===== src/cpu_pkg.sv =====
package cpu_pkg;

	// ~~~~~~~~~~~~~~~~~~~~~~~~~~~~~~
	// Field and data widths
	// ~~~~~~~~~~~~~~~~~~~~~~~~~~~~~~

	typedef logic [31:0] word_t;		// Data word, address and PC.
	typedef logic [31:0] instr_t;		// Raw instruction.
	typedef logic [4:0]  reg_addr_t;	// Register index.
	typedef logic [5:0]  opcode_t;		// Bits 31:26.
	typedef logic [5:0]  func_t;		// Bits 5:0 of R-type.
	typedef logic [7:0]  mem_addr_t;	// Data memory word index.

	localparam int NUM_REGS  = 32;
	localparam int MEM_WORDS = 256;

	// ~~~~~~~~~~~~~~~~~~~~~~~~~~~~~~
	// Encodings
	// ~~~~~~~~~~~~~~~~~~~~~~~~~~~~~~

	localparam opcode_t OP_RTYPE = 6'h00;
	localparam opcode_t OP_ADDI  = 6'h08;
	localparam opcode_t OP_LW    = 6'h23;
	localparam opcode_t OP_SW    = 6'h2B;
	localparam opcode_t OP_J     = 6'h02;
	localparam opcode_t OP_BEQ   = 6'h04;

	localparam func_t FN_ADD = 6'h20;
	localparam func_t FN_SUB = 6'h22;
	localparam func_t FN_MUL = 6'h18;
	localparam func_t FN_AND = 6'h24;
	localparam func_t FN_OR  = 6'h25;

	typedef enum logic [2:0] {
		ALU_ADD,
		ALU_SUB,
		ALU_MUL,
		ALU_AND,
		ALU_OR
	} alu_op_e;

	// Upper bit picks a taken jump or branch, lower bit picks branch over jump.
	typedef enum logic [1:0] {
		PC_SEQ    = 2'b00,	// PC + 4.
		PC_JUMP   = 2'b10,	// Pseudo-direct target.
		PC_BRANCH = 2'b11	// PC + 4 + offset.
	} pc_sel_e;

	// ~~~~~~~~~~~~~~~~~~~~~~~~~~~~~~
	// Control groups per stage
	// ~~~~~~~~~~~~~~~~~~~~~~~~~~~~~~

	typedef struct packed {
		alu_op_e alu_op;
		logic    alu_src_imm;	// 1 selects immediate as operand B.
		logic    reg_dst_rd;	// 1 selects rd, else rt.
	} ex_ctrl_t;

	typedef struct packed {
		logic mem_cs;
		logic mem_we;
	} mem_ctrl_t;

	typedef struct packed {
		logic wb_from_alu;	// 0 takes memory read data.
		logic reg_we;
	} wb_ctrl_t;

endpackage


===== src/alu.sv =====
`timescale 1ns/1ps

module alu import cpu_pkg::*; (
	input  alu_op_e op_i,
	input  word_t   a_i,
	input  word_t   b_i,
	output word_t   result_o
);

	// All results wrap modulo 2^32.
	always_comb
	begin
		case (op_i)
			ALU_ADD: result_o = a_i + b_i;
			ALU_SUB: result_o = a_i - b_i;
			ALU_MUL: result_o = a_i * b_i;	// Low 32 bits of product.
			ALU_AND: result_o = a_i & b_i;
			ALU_OR:  result_o = a_i | b_i;
			default: result_o = '0;
		endcase
	end

endmodule


===== config.mk =====
export PLATFORM = sky130hd
export DESIGN_NAME = alu
export DESIGN_NICKNAME = d
export VERILOG_FILES = /design/src/cpu_pkg.sv /design/src/alu.sv
export SDC_FILE = /design/constraint.sdc
export NUM_CORES = 1
export LEC_CHECK = 0
export BUFFER_PORTS_ARGS = -buffer_cell sky130_fd_sc_hd__buf_4
export CORE_MARGIN = 2
export CORE_UTILIZATION = 57
export DETAILED_ROUTE_END_ITERATION = 8
export GPL_TIMING_DRIVEN = 0
export PLACE_DENSITY_LB_ADDON = 0.15
export SYNTH_ARGS = -nofsm -noshare
export SYNTH_HDL_FRONTEND = slang
export SYNTH_SLANG_ARGS = --single-unit

===== constraint.sdc =====
create_clock -name vclk -period 34.3
set_input_delay 6.86 -clock vclk [all_inputs]
set_output_delay 6.86 -clock vclk [all_outputs]
set_load 0.05 [all_outputs]

==> impl_metrics.json <==
{
  "status": "finished clean",
  "hold_violations": 0,
  "path_common_cell": "fa_1",
  "final_layout_size_suffix_gt1_share_pct": 5.04,
  "design.seq.count": 0,
  "synth.distinct_cells": 64,
  "timing.final.crit_share_pct": 65.8,
  "fin_area_sq_um": 20100,
  "grt_max_degree": 11,
  "stdcell_count": 2744,
  "synth_nets": 2847,
  "placedInstanceArea_sq_um": 20100,
  "syn_avg_cell_area_sq_um": 8.54,
  "area_delta_synth_final_pct": 6.39,
  "gr-total-overflow": 0,
  "max_cap_viol_count": 0,
  "post_cts.repair.setup_buffers": 0,
  "required_ns": 27.44,
  "finalCriticalPeriod_ns": 22.56,
  "fillers": 2989,
  "yosys_warnings": 0,
  "track_usage_pct": 45.0,
  "synthTopCellsByArea": "fa_1 (43%), ha_1 (10%), and2_1 (9.8%), inv_1 (7.8%), nand2_1 (5.2%)",
  "pin_count": 99,
  "yosysSeqAreaShare_pct": 0,
  "cts-resized-gates": 0,
  "dr.pass1.iters": 9,
  "slew-limit-headroom_pct": 12.4,
  "viasPerCell": 6.14,
  "endpoint_kind": "primary output",
  "hp-class": "primary input to primary output",
  "portBuffers": 87,
  "grt_pass1_wl_um": 110000,
  "cpPeakStageDelay_ns": 0.88,
  "synthCells": 2214,
  "drc": 0,
  "final-seq-area_sq_um": 0,
  "critPathMaxFanout": 10,
  "avgRoutedWirePerCell_um": 27.4,
  "cp_slowest_cell": "clkbuf_1",
  "syn_area_sq_um": 18900,
  "finalMaxSlewViolations": 0,
  "layout.nets": 2936,
  "grt_pass1_vias": 17400,
  "die_h_um": 186,
  "ant_nets": 0,
  "clkbuf_count": 0,
  "worstMarginPinSlew_ns": 1.31,
  "grt_antenna_before_repair": 6,
  "die_w_um": 186,
  "final_cell_mix": "fa_1 (409), inv_1 (394), and2_1 (296), nand2_1 (260), ha_1 (157)",
  "rsz0062_at_grt": "false",
  "vias": 16900,
  "die_area_sq_um": 34600,
  "crit_type": "primary input to primary output",
  "cts_hold_buf": 0,
  "rows": 66,
  "mostFrequentLayoutCell": "fa_1",
  "synth_top_area_share_pct": 43.3,
  "place.gp.congestion": 1.07,
  "start_util_pct": 58.0,
  "place_hpwl_um": 60900,
  "max_freq_mhz": 44.3,
  "worstSetupStartpointType": "primary input",
  "totalWireLength_um": 75300,
  "cp.arrival_ns": 15.70,
  "core_area_sq_um": 32600,
  "yosysTopAreaCell": "fa_1",
  "setup_viol": 0,
  "dp.cells": 2743,
  "drt_iter0_drc": 1951,
  "tns_ns": 0
}
stage by stage:
step / utilization (%) / hold slack, ns / setup WS, ns
finish: 61.7 / 14.21 / 11.74
CTS: 61.7 / 14.20 / 12.13
floorplan: - / 14.13 / 13.45
detailed placement: 61.7 / 14.20 / 12.17
global placement: 61.7 / 14.22 / 12.14
global route: 61.7 / 14.25 / 11.65
worst max-delay path: cells and delay by family:
| family | cells | cell delay [ns] |
|---|---|---|
| compound gates | 7 | 2.01 |
| fa+ha+maj | 9 | 3.55 |
| xor+xnor | 1 | 0.16 |
| simple gates | 2 | 0.73 |
| buf+inv | 8 | 2.37 |
cell families after synthesis:
family / synth area share, %
muxes: 0.702
xor gates and xnor gates: 6.12
adders and majority gates: 53.7
buffers and inverters: 10.6
and+or+nand+nor: 19.3
AOI/OAI and AO/OA: 9.59
cell type report:
type	count	area (sq um)	share of cell area [%]
inverter	394	1480	7.35
multi-input combinational	1685	16900	84.1
antenna	1	2.50	0.0124
buffer	135	519	2.58
tap	442	553	2.75
timing repair buffer	87	653	3.25
cell usage after synthesis, types with 6 or more instances:
cell type  number
a21oi_1        58
o21bai_1        9
o21a_1         13
nand2_1       260
clkbuf_1      124
xor2_1         47
inv_1         394
mux2i_1        11
xnor2_1        85
o31ai_1        17
nand2b_1       12
a31oi_1         8
nand3_1        14
a22oi_1         9
ha_1          157
a222oi_1        9
o221ai_1       11
buf_1           6
fa_1          409
and2_1        296
o21ai_0        47
nor3_1         12
a21o_1         42
nor2_1         57
nand4_1         9
nor2b_1        13
worst paths after layout:
path              startpoint            to  cells after the start
setup / recovery      a_i[5]  result_o[26]                     27
hold / removal       a_i[31]  result_o[31]                      4
routing by layer:
metal	vias up	global-route usage [%]	wire (um)
met3	289	14.3	10000
met1	8388	58.2	28100
li1	6972	-	-
met4	6	25.2	5470
met5	-	2.00	126
met2	1196	66.9	31600
