===== config.mk =====
export PLATFORM = sky130hd
export DESIGN_NAME = register_file
export DESIGN_NICKNAME = d
export VERILOG_FILES = /design/src/cpu_pkg.sv /design/src/register_file.sv
export SDC_FILE = /design/constraint.sdc
export NUM_CORES = 2
export LEC_CHECK = 0
export ABC_AREA = 0
export BUFFER_PORTS_ARGS = -buffer_cell sky130_fd_sc_hd__clkbuf_2
export CAP_MARGIN = 5
export CORE_ASPECT_RATIO = 0.75
export CORE_MARGIN = 2
export CORE_UTILIZATION = 50
export CTS_CLUSTER_DIAMETER = 200
export DETAILED_ROUTE_END_ITERATION = 6
export PLACE_DENSITY_LB_ADDON = 0.08
export SLEW_MARGIN = 20
export SYNTH_ARGS = -nofsm -noshare
export SYNTH_HDL_FRONTEND = slang
export SYNTH_SLANG_ARGS = --single-unit

===== constraint.sdc =====
create_clock -name clk_i -period 1.68 [get_ports clk_i]
set_input_delay 0.084 -clock clk_i [delete_from_list [all_inputs] [get_ports clk_i]]
set_output_delay 0.084 -clock clk_i [all_outputs]
set_load 0.02 [all_outputs]

===== src/cpu_pkg.sv =====
package cpu_pkg;

	// ~~~~~~~~~~~~~~~~~~~~~~~~~~~~~~
	// Field and data widths
	// ~~~~~~~~~~~~~~~~~~~~~~~~~~~~~~

	typedef logic [31:0] word_t;		// Data word, address and PC.
	typedef logic [31:0] instr_t;		// Raw instruction.
	typedef logic [4:0]  reg_addr_t;	// Register index.
	typedef logic [5:0]  opcode_t;		// Bits 31:26.
	typedef logic [5:0]  func_t;		// Bits 5:0 of R-type.
	typedef logic [7:0]  mem_addr_t;	// Data memory word index.

	localparam int NUM_REGS  = 32;
	localparam int MEM_WORDS = 256;

	// ~~~~~~~~~~~~~~~~~~~~~~~~~~~~~~
	// Encodings
	// ~~~~~~~~~~~~~~~~~~~~~~~~~~~~~~

	localparam opcode_t OP_RTYPE = 6'h00;
	localparam opcode_t OP_ADDI  = 6'h08;
	localparam opcode_t OP_LW    = 6'h23;
	localparam opcode_t OP_SW    = 6'h2B;
	localparam opcode_t OP_J     = 6'h02;
	localparam opcode_t OP_BEQ   = 6'h04;

	localparam func_t FN_ADD = 6'h20;
	localparam func_t FN_SUB = 6'h22;
	localparam func_t FN_MUL = 6'h18;
	localparam func_t FN_AND = 6'h24;
	localparam func_t FN_OR  = 6'h25;

	typedef enum logic [2:0] {
		ALU_ADD,
		ALU_SUB,
		ALU_MUL,
		ALU_AND,
		ALU_OR
	} alu_op_e;

	// Upper bit picks a taken jump or branch, lower bit picks branch over jump.
	typedef enum logic [1:0] {
		PC_SEQ    = 2'b00,	// PC + 4.
		PC_JUMP   = 2'b10,	// Pseudo-direct target.
		PC_BRANCH = 2'b11	// PC + 4 + offset.
	} pc_sel_e;

	// ~~~~~~~~~~~~~~~~~~~~~~~~~~~~~~
	// Control groups per stage
	// ~~~~~~~~~~~~~~~~~~~~~~~~~~~~~~

	typedef struct packed {
		alu_op_e alu_op;
		logic    alu_src_imm;	// 1 selects immediate as operand B.
		logic    reg_dst_rd;	// 1 selects rd, else rt.
	} ex_ctrl_t;

	typedef struct packed {
		logic mem_cs;
		logic mem_we;
	} mem_ctrl_t;

	typedef struct packed {
		logic wb_from_alu;	// 0 takes memory read data.
		logic reg_we;
	} wb_ctrl_t;

endpackage


===== src/register_file.sv =====
`timescale 1ns/1ps

module register_file import cpu_pkg::*; (
	input  logic      clk_i,
	input  logic      rst_i,
	input  reg_addr_t rs_addr_i,
	input  reg_addr_t rt_addr_i,
	input  reg_addr_t wr_addr_i,
	input  logic      we_i,
	input  word_t     wr_data_i,
	output word_t     rs_data_o,
	output word_t     rt_data_o
);

	word_t regs [NUM_REGS];

	// Reads see the value before this cycle's write.
	assign rs_data_o = regs[rs_addr_i];
	assign rt_data_o = regs[rt_addr_i];

	always_ff @(posedge clk_i)
	begin
		if (rst_i)
		begin
			for (int i = 0; i < NUM_REGS; i++)
				regs[i] <= '0;
		end
		else if (we_i && (wr_addr_i != '0))	// $zero stays hardwired.
			regs[wr_addr_i] <= wr_data_i;
	end

	a_zero_reg: assert property (@(posedge clk_i) disable iff (rst_i)
		(rs_addr_i == '0) |-> (rs_data_o == '0))
		else $error("register zero not zero");

endmodule


==> flow_metrics.tcl <==
set metrics [dict create \
    grt.total_usage 0.343 \
    cp-start-kind "register" \
    min_from "wr_data_i[8]" \
    irDropWorstVdd_mv 0.936 \
    grt_pass1_wl_um 283000 \
    grtUsageMet3 0.0709 \
    met2_usage 0.511 \
    final_cells 6417 \
    drt-total-wl_um 199000 \
    antenna_found_initial 5 \
    vias 40200 \
    dp_slack_ns -0.396 \
    syn_area_um2 55900 \
    synth_cell_types 29 \
    layout_common_cells "mux2i_1, edfxtp_1, and2_1" \
    fin_crit_sh 1.36 \
    die_y_um 294 \
    initial_utilization 0.503 \
    wire_per_inst_um 30.9 \
    min_path_type "in -> reg" \
    drc 0 \
    via_per_inst 6.27 \
    ys_warn_count 0 \
    critical_path_class "reg -> out" \
    max_freq_mhz 437 \
    register_area_um2 30700 \
    core_um2 111000 \
    setup_violations 64 \
    report.final.slew_viol_count 0 \
    crit_start "regs[3][17]$_SDFFCE_PN0P_" \
    grt-busiest-layer "met2" \
    p_int_mw 46.8 \
    hold_viol 0 \
    avgSynthCellArea_um2 12.1 \
    use_met1 0.508 \
    grt_pass1_vias 39300 \
    worstPathArrival_ns 2.20 \
    area_growth_pct 20.6 \
    ys_seq_area_frac 0.550 \
    die-width_um 390 \
    ios 114 \
    crit_path_end "rt_data_o[17]" \
    synth_cells 4605 \
    grt-ovfl-total 0 \
    violations "negative setup slack" \
    p_per_area_nw_per_um2 946 \
    first_iter_violations 5044 \
    final_nets 4914 \
    p_total_mw 63.8 \
    gp_congestion 0.914 \
    grt_max_degree 45 \
    dp.cells 6254 \
    rows 106 \
    synth-seq-cells 1024 \
    hpwl_um 132000 \
    holdWs_ns 0.0734 \
    relSlewSlack 0.500 \
    netSwitchingPower_mw 17.0 \
    place_area_um2 62200 \
    max-clock-path-buffers 3 \
    status "finished with violations" \
    cts_tree "done" \
    drv_cap 0 \
    fill_cells 8755 \
    end_kind "output port" \
    biggestRegsByFlops "regs x1024" \
    rsz0062_at_grt "true" \
    multiInputGateArea_um2 24900 \
    ctsRootBufferMaster "clkbuf_16" \
    ctsHoldBuffers 0 \
    layout_min_cycle_time_ns 2.29 \
    stdcell_area_um2 67400 \
    comb_power_share 0.150 \
    required_ns 1.60 \
    cp_max_fo 2 \
    worst_slack_ns -0.607 \
    port_buffers 113 \
    firstDrtPassIters 5 \
    die-area_um2 115000 \
    htreeDepth 3 \
    largest_reg_flops 1024 \
    seqPwrFrac 0.475 \
    antenna_left 0 \
    tightest_slew_ns 0.750 \
    clkTransAtPathRegs_ns 0.06 \
    cts.sinks 1024 \
    largest-register "regs" \
    switching_share 0.267 \
    leakage_nw 26.8 \
    drive_above_1_share 0.196 \
    clkPwrFrac 0.375 \
    cts_buffers 108 \
]
[power groups by stage]
stage / combinational, mW / clock, mW / sequential, mW
floorplan: 4.67 / 0 / 30.5
global placement: 8.40 / 0 / 30.7
detailed placement: 8.45 / 0 / 30.8
CTS: 9.23 / 24.1 / 30.3
global route: 9.92 / 25.1 / 30.4
finish: 9.56 / 23.9 / 30.3
[how the worst min path moves through the flow]
stage	cells after the start	slack (ns)	end
after floorplan	1	0.28	regs[1][31]$_SDFFCE_PN0P_
after global placement	2	0.78	regs[25][8]$_SDFFCE_PN0P_
after detailed placement	2	0.80	regs[31][8]$_SDFFCE_PN0P_
after CTS	2	0.02	regs[27][8]$_SDFFCE_PN0P_
after global routing	2	0.08	regs[28][8]$_SDFFCE_PN0P_
final	2	0.07	regs[27][8]$_SDFFCE_PN0P_
[metal layers]
metal | share of wire | vias up | wire length (um)
li1 | - | 17400 | -
met1 | 0.44 | 20400 | 87100
met2 | 0.43 | 2139 | 86100
met3 | 0.098 | 356 | 19400
met4 | 0.030 | 2 | 5990
met5 | 0.000060 | - | 12
[through the flow]
stage	setup TNS, ns	util
after floorplan	0	-
after global placement	-27.21	0.559
after detailed placement	-32.59	0.559
after CTS	-33.63	0.604
after global routing	-35.88	0.607
final	-30.85	0.607
[final cells by class]
class / count / share of cell area
Sequential cell: 1024 / 0.456
Timing Repair Buffer: 564 / 0.0970
Antenna cell: 4 / 0.000148
Clock buffer: 134 / 0.0422
Multi-Input combinational cell: 3166 / 0.369
Tap cell: 1458 / 0.0271
Clock inverter: 67 / 0.00865
[critical path: stages (launching register included)]
cell      delay [ns]
edfxtp_1        0.48
mux2i_1         0.24
a22o_1          0.23
nor3_4          0.07
a31oi_4         0.18
nand3_2         0.12
buf_8           0.15
[cells in the mapped netlist, drive strengths merged]
library cell	n	share of area
or2	33	0.0037
a31oi	64	0.0072
nand3b	4	0.00060
nor3	64	0.0057
edfxtp	1024	0.55
nand3	194	0.017
nand2b	5	0.00056
buf	212	0.023
or3b	2	0.00040
mux2i	1024	0.18
or3	2	0.00022
and2	994	0.11
a22o	128	0.020
nor2b	5	0.00056
a21oi	192	0.017
nand2	196	0.013
a22oi	192	0.026
conb	1	0.000067
nor2	35	0.0036
clkbuf	234	0.016
[what timing repair did]
| item | 4_1_cts | 5_1_grt |
|---|---|---|
| buffers inserted | 0 | 2 |
| pin swaps | 129 | 111 |
| setup endpoints to repair | 64 | 64 |
| resized for setup | 333 | 93 |
[logic make-up (layout without fill, tap and decap cells)]
kind of cell           Yosys count  in the layout  share of synthesized area
AO/OA/AOI/OAI                  576            576                     0.0702
buffers and inverters          446            765                     0.0390
flip-flops                    1024           1024                      0.550
multiplexers                  1024           1024                      0.183
other                            1             36                  0.0000671
AND/OR/NAND/NOR               1534           1534                      0.157
(Power assumes the default switching activity.)
