$ cat config.mk
export PLATFORM = sky130hd
export DESIGN_NAME = pc_unit
export DESIGN_NICKNAME = d
export VERILOG_FILES = /design/src/cpu_pkg.sv /design/src/pc_unit.sv
export SDC_FILE = /design/constraint.sdc
export NUM_CORES = 1
export LEC_CHECK = 0
export BUFFER_PORTS_ARGS = -buffer_cell sky130_fd_sc_hd__buf_2
export CAP_MARGIN = 40
export CORE_ASPECT_RATIO = 0.7
export CORE_MARGIN = 3
export CORE_UTILIZATION = 40
export DETAILED_ROUTE_END_ITERATION = 10
export GPL_ROUTABILITY_DRIVEN = 0
export HOLD_SLACK_MARGIN = 0.12
export PLACE_DENSITY = 0.69
export SLEW_MARGIN = 20
export SYNTH_ARGS = -nofsm -noshare
export SYNTH_HDL_FRONTEND = slang
export SYNTH_SLANG_ARGS = --single-unit
export TNS_END_PERCENT = 100
$ cat constraint.sdc
create_clock -name clk_i -period 4.2 [get_ports clk_i]
set_input_delay 0.21 -clock clk_i [delete_from_list [all_inputs] [get_ports clk_i]]
set_output_delay 0.21 -clock clk_i [all_outputs]
set_load 0.005 [all_outputs]
$ cat src/cpu_pkg.sv
package cpu_pkg;

	// ~~~~~~~~~~~~~~~~~~~~~~~~~~~~~~
	// Field and data widths
	// ~~~~~~~~~~~~~~~~~~~~~~~~~~~~~~

	typedef logic [31:0] word_t;		// Data word, address and PC.
	typedef logic [31:0] instr_t;		// Raw instruction.
	typedef logic [4:0]  reg_addr_t;	// Register index.
	typedef logic [5:0]  opcode_t;		// Bits 31:26.
	typedef logic [5:0]  func_t;		// Bits 5:0 of R-type.
	typedef logic [7:0]  mem_addr_t;	// Data memory word index.

	localparam int NUM_REGS  = 32;
	localparam int MEM_WORDS = 256;

	// ~~~~~~~~~~~~~~~~~~~~~~~~~~~~~~
	// Encodings
	// ~~~~~~~~~~~~~~~~~~~~~~~~~~~~~~

	localparam opcode_t OP_RTYPE = 6'h00;
	localparam opcode_t OP_ADDI  = 6'h08;
	localparam opcode_t OP_LW    = 6'h23;
	localparam opcode_t OP_SW    = 6'h2B;
	localparam opcode_t OP_J     = 6'h02;
	localparam opcode_t OP_BEQ   = 6'h04;

	localparam func_t FN_ADD = 6'h20;
	localparam func_t FN_SUB = 6'h22;
	localparam func_t FN_MUL = 6'h18;
	localparam func_t FN_AND = 6'h24;
	localparam func_t FN_OR  = 6'h25;

	typedef enum logic [2:0] {
		ALU_ADD,
		ALU_SUB,
		ALU_MUL,
		ALU_AND,
		ALU_OR
	} alu_op_e;

	// Upper bit picks a taken jump or branch, lower bit picks branch over jump.
	typedef enum logic [1:0] {
		PC_SEQ    = 2'b00,	// PC + 4.
		PC_JUMP   = 2'b10,	// Pseudo-direct target.
		PC_BRANCH = 2'b11	// PC + 4 + offset.
	} pc_sel_e;

	// ~~~~~~~~~~~~~~~~~~~~~~~~~~~~~~
	// Control groups per stage
	// ~~~~~~~~~~~~~~~~~~~~~~~~~~~~~~

	typedef struct packed {
		alu_op_e alu_op;
		logic    alu_src_imm;	// 1 selects immediate as operand B.
		logic    reg_dst_rd;	// 1 selects rd, else rt.
	} ex_ctrl_t;

	typedef struct packed {
		logic mem_cs;
		logic mem_we;
	} mem_ctrl_t;

	typedef struct packed {
		logic wb_from_alu;	// 0 takes memory read data.
		logic reg_we;
	} wb_ctrl_t;

endpackage

$ cat src/pc_unit.sv
`timescale 1ns/1ps

module pc_unit import cpu_pkg::*; (
	input  logic        clk_i,
	input  logic        rst_i,
	input  pc_sel_e     pc_sel_i,
	input  logic [15:0] imm_i,
	input  logic [25:0] target_i,
	output word_t       pc_o
);

	word_t pc_plus4;
	word_t pc_jump;
	word_t pc_branch;
	word_t pc_next;

	assign pc_plus4  = pc_o + 32'd4;
	assign pc_jump   = {pc_plus4[31:28], target_i, 2'b00};	// Same 256 MB region.
	assign pc_branch = pc_plus4 + {{14{imm_i[15]}}, imm_i, 2'b00};

	always_comb
	begin
		case (pc_sel_i)
			PC_JUMP:   pc_next = pc_jump;
			PC_BRANCH: pc_next = pc_branch;
			default:   pc_next = pc_plus4;
		endcase
	end

	always_ff @(posedge clk_i)
	begin
		if (rst_i)
			pc_o <= '0;
		else
			pc_o <= pc_next;
	end

	a_pc_aligned: assert property (@(posedge clk_i) pc_o[1:0] == 2'b00)
		else $error("PC not word aligned");

endmodule

==> results.toml <==
[job]
max-cap-violations = 0

[sta]
final_max_slew_viol_count = 0
rsz0062_at_grt = "false"
setup_viol = 0
tightest_slew_ns = 0.640
fin_skew_ns = 0.0109
finalSetupTns_ns = 0
maxSlewHeadroom_pct = 56.3
fin_crit_sh_pct = 92.1
min_period_ns = 3.87
fmax_ghz = 0.259
finalHoldViolations = 0

[placement]
dpl.cell_count = 654
hpwl_mm = 9.88
io_buffers = 75

[clocking]
htreeDepth = 2
cts_sinks = 30
cts_tree = "yes"
clock_latency_ns = 0.28
cts_resized = 0
cts_root_buffer = "clkbuf_16"
cts_buffer_depth = 2
cts_setup_buffers = 0
numCtsBuffers = 5
clk_pin_slew_ns = 0.06
cts_hold_buf = 0

[yosys]
avgSynthCellArea_um2 = 7.40
ys_warn_count = 0
async_flop_share_pct = 0
ys_seq_area_share_pct = 16.9
ys_types = 65
synth_area_leaders = "dfxtp_1, ha_1, xnor2_1"
netlist_instances = 479
ys_seq_elements = 30
synth_top_cell_by_area = "dfxtp_1"
synthFlopType = "dfxtp_1"
synth_edf_count = 0
syn-cell-area_um2 = 3540
yosysTopAreaCellShare_pct = 16.9

[setup_path]
cp_cell_sequence = "ha_1, and3_1, nand3_1, xnor2_1, ha_1, and3_1, a221o_1, o41a_1, and4_4, or4_1, a21oi_1"
slowest_stage = "dfxtp_1"
cp_max_fo = 8
cp-start-kind = "flip-flop"
slowest_delay_ns = 0.47
critPathArrivalTime_ns = 4.08
critPathCaptureType = "flip-flop"
critical_path_class = "flip-flop to flip-flop"
cp_data_required_time_ns = 4.41
critPathTopFamily = "simple AND/OR/NAND/NOR gates"
path_buf_inv = 0

[routing]
drc = 0
dr.pass1.iters = 6
ant_nets = 0
drtIter0Drc = 566
vias = 4044
routed_via_density = 6.11
post_drt_wl_per_cell_um = 18.4
wirelength_mm = 12.2

[grt]
overflow = 0
grt_pass1_vias = 3622
grt_max_degree = 41
grt_usage_pct = 23.3
antenna_found_initial = 0
grt_pass1_wl_mm = 18.9

[floorplanning]
die_x_um = 119
coreArea_um2 = 8550
die_h_um = 84.8
core.rowCount = 28
initial_utilization_pct = 41.5
io_pins = 78
dieArea_um2 = 10000

[finish]
fill_cells = 865
largestRegisters = "pc_o (30)"
top_register = "pc_o"
final-seq-area_um2 = 601
num-nets-final = 624
multiInputGateArea_um2 = 2780
layout-drive-gt1-share_pct = 17.5
diodes = 0
final_cells = 662
largest_register_ffs = 30
area_delta_synth_final_pct = 17.1

[run_status]
status = "complete, no violations"

[pwr]
powerDensity_nw_per_um2 = 322
peakVddDrop_mv = 0.168
p_leak_nw = 1.81

[hold_path]
hp-class = "input pin to flip-flop"
-- cells in the final DEF (no fill, tap or decap), types with 3 or more instances in the layout --
cell       netlist  routed
a21o_1           7       7
buf_2            1      75
o211ai_1         4       4
mux2i_1          9       9
nor3_1          10      10
o21ai_0         29      29
and2_1           3       3
a31oi_1          3       3
a21oi_1         38      38
xor2_1          10      10
a211oi_1        15      15
nor4_1           4       4
o21bai_1         3       3
a221o_1          4       4
xnor2_1         31      31
inv_1           17      17
or3_1            3       3
nand3_1         24      24
nor2_1          42      42
ha_1            36      36
o221ai_1         5       5
dfxtp_1         30      30
o21a_1           9       9
nand4_1         21      21
clkbuf_16        0       5
and3_1           8       8
nand2_1         40      40
o22ai_1          5       5
-- kinds of logic after synthesis --
| family | Yosys count | share of synthesized area (%) |
|---|---|---|
| AOI/OAI and AO/OA | 151 | 28.6 |
| DFF | 30 | 16.9 |
| buffers and inverters | 41 | 4.80 |
| and+or+nand+nor | 169 | 23.6 |
| other | 1 | 0.106 |
| xor gates and xnor gates | 41 | 10.1 |
| adders and majority gates | 37 | 13.3 |
| muxes | 9 | 2.54 |
-- report_power, final --
part           leakage, nW  switching, mW  internal, mW
clock network       0.0836          0.132         0.277
logic                 1.48          0.347         0.226
registers            0.249         0.0378         0.314
total                 1.81          0.518         0.818
-- area by class of cell --
type | count | area share, %
clock buffers | 5 | 3.01
clock inverters | 3 | 0.964
inverters | 18 | 1.63
multi-input cells | 409 | 66.9
flip-flops and latches | 30 | 14.5
well taps | 120 | 3.62
repair buffers | 77 | 9.40
-- synth_stat cells (all sizes together) (3+ instances only) --
library cell	count
nor2	42
nand2	40
a21oi	39
ha	36
xnor2	31
dfxtp	30
o21ai	30
nand3	24
nand4	21
clkbuf	19
inv	17
a211oi	15
nor3	11
xor2	10
mux2i	9
o21a	9
and3	8
a21o	7
o221ai	5
o22ai	5
a221o	4
a31oi	4
and4	4
buf	4
nor4	4
o211ai	4
and2	3
o21bai	3
or3	3
-- worst register-to-register path, cell delays in order (launching register included) --
cell     delay (ns)
dfxtp_1        0.47
ha_1           0.34
and3_1         0.28
nand3_1        0.11
xnor2_1        0.45
ha_1           0.41
and3_1         0.18
a221o_1        0.34
o41a_1         0.40
and4_4         0.22
or4_1          0.46
a21oi_1        0.16
-- final timing paths --
path / from / endpoint / slack (ns) / cells past startpoint
worst min-delay path: target_i[22] / pc_o[24] / 0.20 / 3
worst max-delay path: pc_o[2] / pc_o[31] / 0.33 / 11
worst min register to register: pc_o[31] / pc_o[31] / 0.65 / 3
worst max register to register: pc_o[2] / pc_o[31] / 0.33 / 11
-- through the flow --
stage	utilization, %	total power, mW	worst slack [ns]	hold slack (ns)	cell area, um^2
2_1_floorplan	-	0.735	0.868	0.341	3550
3_3_place_gp	46.6	0.896	0.496	0.458	3990
3_5_place_dp	46.6	0.907	0.450	0.475	3990
4_1_cts	48.6	1.31	0.402	0.192	4150
5_1_grt	48.6	1.40	0.139	0.196	4150
6_report	48.6	1.34	0.333	0.198	4150
-- routing by layer --
metal	GRT usage [%]	share of wire, %
met5	0	0
met3	7.34	13
met1	35.1	47
met2	32.8	39
met4	3.36	1.0
Power figures use the tool's default switching activity.
