### src/cpu_pkg.sv
package cpu_pkg;

	// ~~~~~~~~~~~~~~~~~~~~~~~~~~~~~~
	// Field and data widths
	// ~~~~~~~~~~~~~~~~~~~~~~~~~~~~~~

	typedef logic [31:0] word_t;		// Data word, address and PC.
	typedef logic [31:0] instr_t;		// Raw instruction.
	typedef logic [4:0]  reg_addr_t;	// Register index.
	typedef logic [5:0]  opcode_t;		// Bits 31:26.
	typedef logic [5:0]  func_t;		// Bits 5:0 of R-type.
	typedef logic [7:0]  mem_addr_t;	// Data memory word index.

	localparam int NUM_REGS  = 32;
	localparam int MEM_WORDS = 256;

	// ~~~~~~~~~~~~~~~~~~~~~~~~~~~~~~
	// Encodings
	// ~~~~~~~~~~~~~~~~~~~~~~~~~~~~~~

	localparam opcode_t OP_RTYPE = 6'h00;
	localparam opcode_t OP_ADDI  = 6'h08;
	localparam opcode_t OP_LW    = 6'h23;
	localparam opcode_t OP_SW    = 6'h2B;
	localparam opcode_t OP_J     = 6'h02;
	localparam opcode_t OP_BEQ   = 6'h04;

	localparam func_t FN_ADD = 6'h20;
	localparam func_t FN_SUB = 6'h22;
	localparam func_t FN_MUL = 6'h18;
	localparam func_t FN_AND = 6'h24;
	localparam func_t FN_OR  = 6'h25;

	typedef enum logic [2:0] {
		ALU_ADD,
		ALU_SUB,
		ALU_MUL,
		ALU_AND,
		ALU_OR
	} alu_op_e;

	// Upper bit picks a taken jump or branch, lower bit picks branch over jump.
	typedef enum logic [1:0] {
		PC_SEQ    = 2'b00,	// PC + 4.
		PC_JUMP   = 2'b10,	// Pseudo-direct target.
		PC_BRANCH = 2'b11	// PC + 4 + offset.
	} pc_sel_e;

	// ~~~~~~~~~~~~~~~~~~~~~~~~~~~~~~
	// Control groups per stage
	// ~~~~~~~~~~~~~~~~~~~~~~~~~~~~~~

	typedef struct packed {
		alu_op_e alu_op;
		logic    alu_src_imm;	// 1 selects immediate as operand B.
		logic    reg_dst_rd;	// 1 selects rd, else rt.
	} ex_ctrl_t;

	typedef struct packed {
		logic mem_cs;
		logic mem_we;
	} mem_ctrl_t;

	typedef struct packed {
		logic wb_from_alu;	// 0 takes memory read data.
		logic reg_we;
	} wb_ctrl_t;

endpackage

### src/general_control.sv
`timescale 1ns/1ps

module general_control import cpu_pkg::*; (
	input  opcode_t   op_i,
	input  func_t     func_i,
	input  logic      eq_flag_i,
	output pc_sel_e   pc_sel_o,
	output ex_ctrl_t  ex_ctrl_o,
	output mem_ctrl_t mem_ctrl_o,
	output wb_ctrl_t  wb_ctrl_o
);

	always_comb
	begin
		// Unknown encodings fall through as a no-op.
		pc_sel_o   = PC_SEQ;
		ex_ctrl_o  = '0;
		mem_ctrl_o = '0;
		wb_ctrl_o  = '0;
		case (op_i)
			OP_RTYPE:
			begin
				ex_ctrl_o.reg_dst_rd = 1'b1;	// Result goes to rd.
				wb_ctrl_o            = '{wb_from_alu: 1'b1, reg_we: 1'b1};
				case (func_i)
					FN_ADD:  ex_ctrl_o.alu_op = ALU_ADD;
					FN_SUB:  ex_ctrl_o.alu_op = ALU_SUB;
					FN_MUL:  ex_ctrl_o.alu_op = ALU_MUL;
					FN_AND:  ex_ctrl_o.alu_op = ALU_AND;
					FN_OR:   ex_ctrl_o.alu_op = ALU_OR;
					default:
					begin
						ex_ctrl_o = '0;
						wb_ctrl_o = '0;	// No write.
					end
				endcase
			end

			OP_ADDI:
			begin
				ex_ctrl_o = '{alu_op: ALU_ADD, alu_src_imm: 1'b1, reg_dst_rd: 1'b0};
				wb_ctrl_o = '{wb_from_alu: 1'b1, reg_we: 1'b1};
			end

			OP_LW:
			begin
				ex_ctrl_o  = '{alu_op: ALU_ADD, alu_src_imm: 1'b1, reg_dst_rd: 1'b0};
				mem_ctrl_o = '{mem_cs: 1'b1, mem_we: 1'b0};
				wb_ctrl_o  = '{wb_from_alu: 1'b0, reg_we: 1'b1};
			end

			OP_SW:
			begin
				ex_ctrl_o  = '{alu_op: ALU_ADD, alu_src_imm: 1'b1, reg_dst_rd: 1'b0};
				mem_ctrl_o = '{mem_cs: 1'b1, mem_we: 1'b1};
			end

			OP_J:
				pc_sel_o = PC_JUMP;

			OP_BEQ:
			begin
				if (eq_flag_i)
					pc_sel_o = PC_BRANCH;	// Taken.
			end

			default:
				pc_sel_o = PC_SEQ;
		endcase
	end

	// Decoder invariants seen by memory and register file.
	always_comb
	begin
		assert (!(mem_ctrl_o.mem_we && !mem_ctrl_o.mem_cs))
			else $error("mem_we without mem_cs");
		assert (!(wb_ctrl_o.reg_we && mem_ctrl_o.mem_we))
			else $error("reg_we and mem_we both set");
	end

endmodule

### config.mk
export PLATFORM = sky130hd
export DESIGN_NAME = general_control
export DESIGN_NICKNAME = d
export VERILOG_FILES = /design/src/cpu_pkg.sv /design/src/general_control.sv
export SDC_FILE = /design/constraint.sdc
export NUM_CORES = 1
export LEC_CHECK = 0
export BUFFER_PORTS_ARGS = -buffer_cell sky130_fd_sc_hd__buf_2
export CORE_AREA = 2 2 39 41
export DETAILED_ROUTE_END_ITERATION = 10
export DIE_AREA = 0 0 41 43
export PLACE_DENSITY_LB_ADDON = 0.15
export SLEW_MARGIN = 25
export SYNTH_ARGS = -nofsm -noshare
export SYNTH_HDL_FRONTEND = slang
export SYNTH_SLANG_ARGS = --single-unit
### constraint.sdc
create_clock -name vclk -period 1.9
set_clock_uncertainty 0.1 [all_clocks]
set_input_delay 0.095 -clock vclk [all_inputs]
set_output_delay 0.095 -clock vclk [all_outputs]
set_load 0.01 [all_outputs]
==> results.yml <==
detailed_routing:
  wire_per_inst_um: 9.667
  dr.pass1.iters: 2
  drt-initial-drc-count: 1
  via_per_inst: 4.333
  drt.antenna.violating_nets: 0
  route.detailed.drc: 0
  num_vias: 299
  wirelength_um: 667
power_and_ir_drop:
  power.share.clock_pct: 0
  combPwrFrac_pct: 100.0
  power_frac_seq_pct: 0
  p_per_area_nw_per_um2: 120.8
  power_leakage_nw: 0.1663
  switching_power_w: 0.00002220
  switching_share_pct: 52.43
  ir_worst_vdd_mv: 0.03908
  p_int_w: 0.00002014
timing:
  period_needed_ns: 1.832
  tightest_slew_ns: 0.3989
  fmax_mhz: 545.9
  final-setup-viol-count: 0
  tns_ns: 0
  hold_violations: 0
  maxSlewViolCount: 0
  slew_headroom_pct: 73.04
  rsz0062_at_grt: "false"
  finalCritPeriodShare_pct: 96.42
critical_path:
  slowest_delay_ns: 0.54
  end_kind: "output pin"
  cp.arrival_ns: 1.64
  worstSetupStartpointType: "input pin"
  critPathBufInv: 2
  path_class: "in -> out"
  crit_chain: "buf_2 > or4_4 > or3_4 > a2111oi_4 > buf_2"
  critPathRequiredTime_ns: 1.70
  crit_family: "simple AND/OR/NAND/NOR gates"
  slowest_stage: "or4_4"
  path_max_fanout: 5
  critical_path.most_common_cell: "buf_2"
cells_and_area:
  n_antenna_cell: 0
  design.seq.count: 0
  clock_buffer_count: 0
  multiInputGateArea_sq_um: 206.4
  ff_latch_area_sq_um: 0
  drive_gt1_share_pct: 56.60
  n_fill_cell: 148
  syn2layout_area_growth_pct: 66.67
  fin_nets: 68
  fin_util_pct: 25.32
logic_synthesis:
  netlist_area_sq_um: 210.2
  syn_inst: 29
  yosysTopAreaCell: "a2111oi_4"
  synth_warnings: 0
  ys_top_cells_by_count: "nor2_1 (4), nand2_1 (3), nor3_1 (2)"
  yosysTopAreaCellShare_pct: 13.10
  yosysSeqAreaShare_pct: 0
  syn-num-nets: 42
  syn_area_per_cell_sq_um: 7.248
  synth_most_common_cell: "nor2_1"
  synth.top_cells.by_area: "a2111oi_4 (13%), nor2_1 (7.1%), nand2_1 (5.4%), nand4bb_1 (5.4%), or3_4 (5.4%)"
  yosys.cell_types.count: 23
die:
  start_util_pct: 15.19
  ios: 24
  rows: 14
  dieWidth_um: 41
  die_area_sq_um: 1763
  die_y_um: 43
  core_sq_um: 1384
placed_design:
  gp_congestion: 0.6005
  place_hpwl_um: 567.5
  io_buffer_count: 24
flow_run:
  maxCapViolCount: 0
grt:
  globalRouteOverflowTotal: 0
  grt_max_degree: 7
  antenna_found_initial: 0
  grt_pass1_vias: 244
  grt_pass1_wl_um: 917
  grt_usage_pct: 6.693
cts:
  ctsHoldBuffers: 0
  post-cts-setup-buffer-count: 0
  cts_resized: 0
outcome:
  outcome: "finished clean"
min_path:
  hold_class: "in -> out"
-- cell families after synthesis --
group           synth area share, %
simple gates                  66.67
buf+inv                       1.784
compound gates                27.38
xor+xnor                      4.167
-- placed cells by master, fill, tap and decap left out --
master / netlist / routed
nand4bb_1: 1 / 1
buf_2: 0 / 24
xnor2_1: 1 / 1
a2111oi_4: 1 / 1
nand4_1: 1 / 1
nor2b_1: 1 / 1
nand2_1: 3 / 3
nand3_1: 1 / 1
or4_4: 1 / 1
o31a_2: 1 / 1
nor4b_1: 1 / 1
nor4_1: 1 / 1
nor3b_1: 1 / 1
or3_4: 1 / 1
and2_2: 1 / 1
nor2_1: 4 / 4
nand3b_1: 1 / 1
a21oi_1: 1 / 1
nand2b_1: 1 / 1
nor3_1: 2 / 2
or3b_2: 1 / 1
a211oi_1: 1 / 1
inv_1: 1 / 1
o21bai_1: 1 / 1
-- tightest hold or removal path, cell delays in order --
cell and delay [ns]:
buf_2 0.12, o21bai_1 0.07, buf_2 0.13
-- final timing paths --
kind                    start  slack, ns           end  depth (start not counted)
worst max-delay path  op_i[3]       0.07  ex_ctrl_o[3]                          5
worst min-delay path  op_i[3]       0.41  wb_ctrl_o[0]                          3
-- stage by stage --
| stage | hold WS, ns | setup slack, ns | cell area (sq um) | std cells | total power, W |
|---|---|---|---|---|---|
| finish | 0.4116 | 0.06800 | 350.3 | 69 | 0.00004234 |
| global route | 0.4433 | 0.003741 | 350.3 | 69 | 0.00004612 |
| floorplan | 0.1113 | 0.2935 | 210.2 | 29 | 0.00001583 |
| global placement | 0.4194 | 0.06875 | 350.3 | 69 | 0.00004302 |
| detailed placement | 0.4098 | 0.06307 | 350.3 | 69 | 0.00004250 |
| CTS | 0.4128 | 0.06276 | 350.3 | 69 | 0.00004280 |
-- cell type report --
type	count	area share, %
tap	16	5.714
inverter	1	1.071
multi-input combinational	28	58.93
timing repair buffer	24	34.29
-- layer usage --
metal	global-route usage, %	part of all wire [%]
met1	9.810	49
met2	10.94	36
met3	0.5236	15
met4	0	0
met5	0	0
-- power groups by stage --
stage                     Sequential (W)  Combinational [W]  Clock (W)
after floorplan                        0          0.0000158          0
after global placement                 0          0.0000430          0
after detailed placement               0          0.0000425          0
after CTS                              0          0.0000428          0
after global routing                   0          0.0000461          0
final                                  0          0.0000423          0
Power figures use the tool's default switching activity.
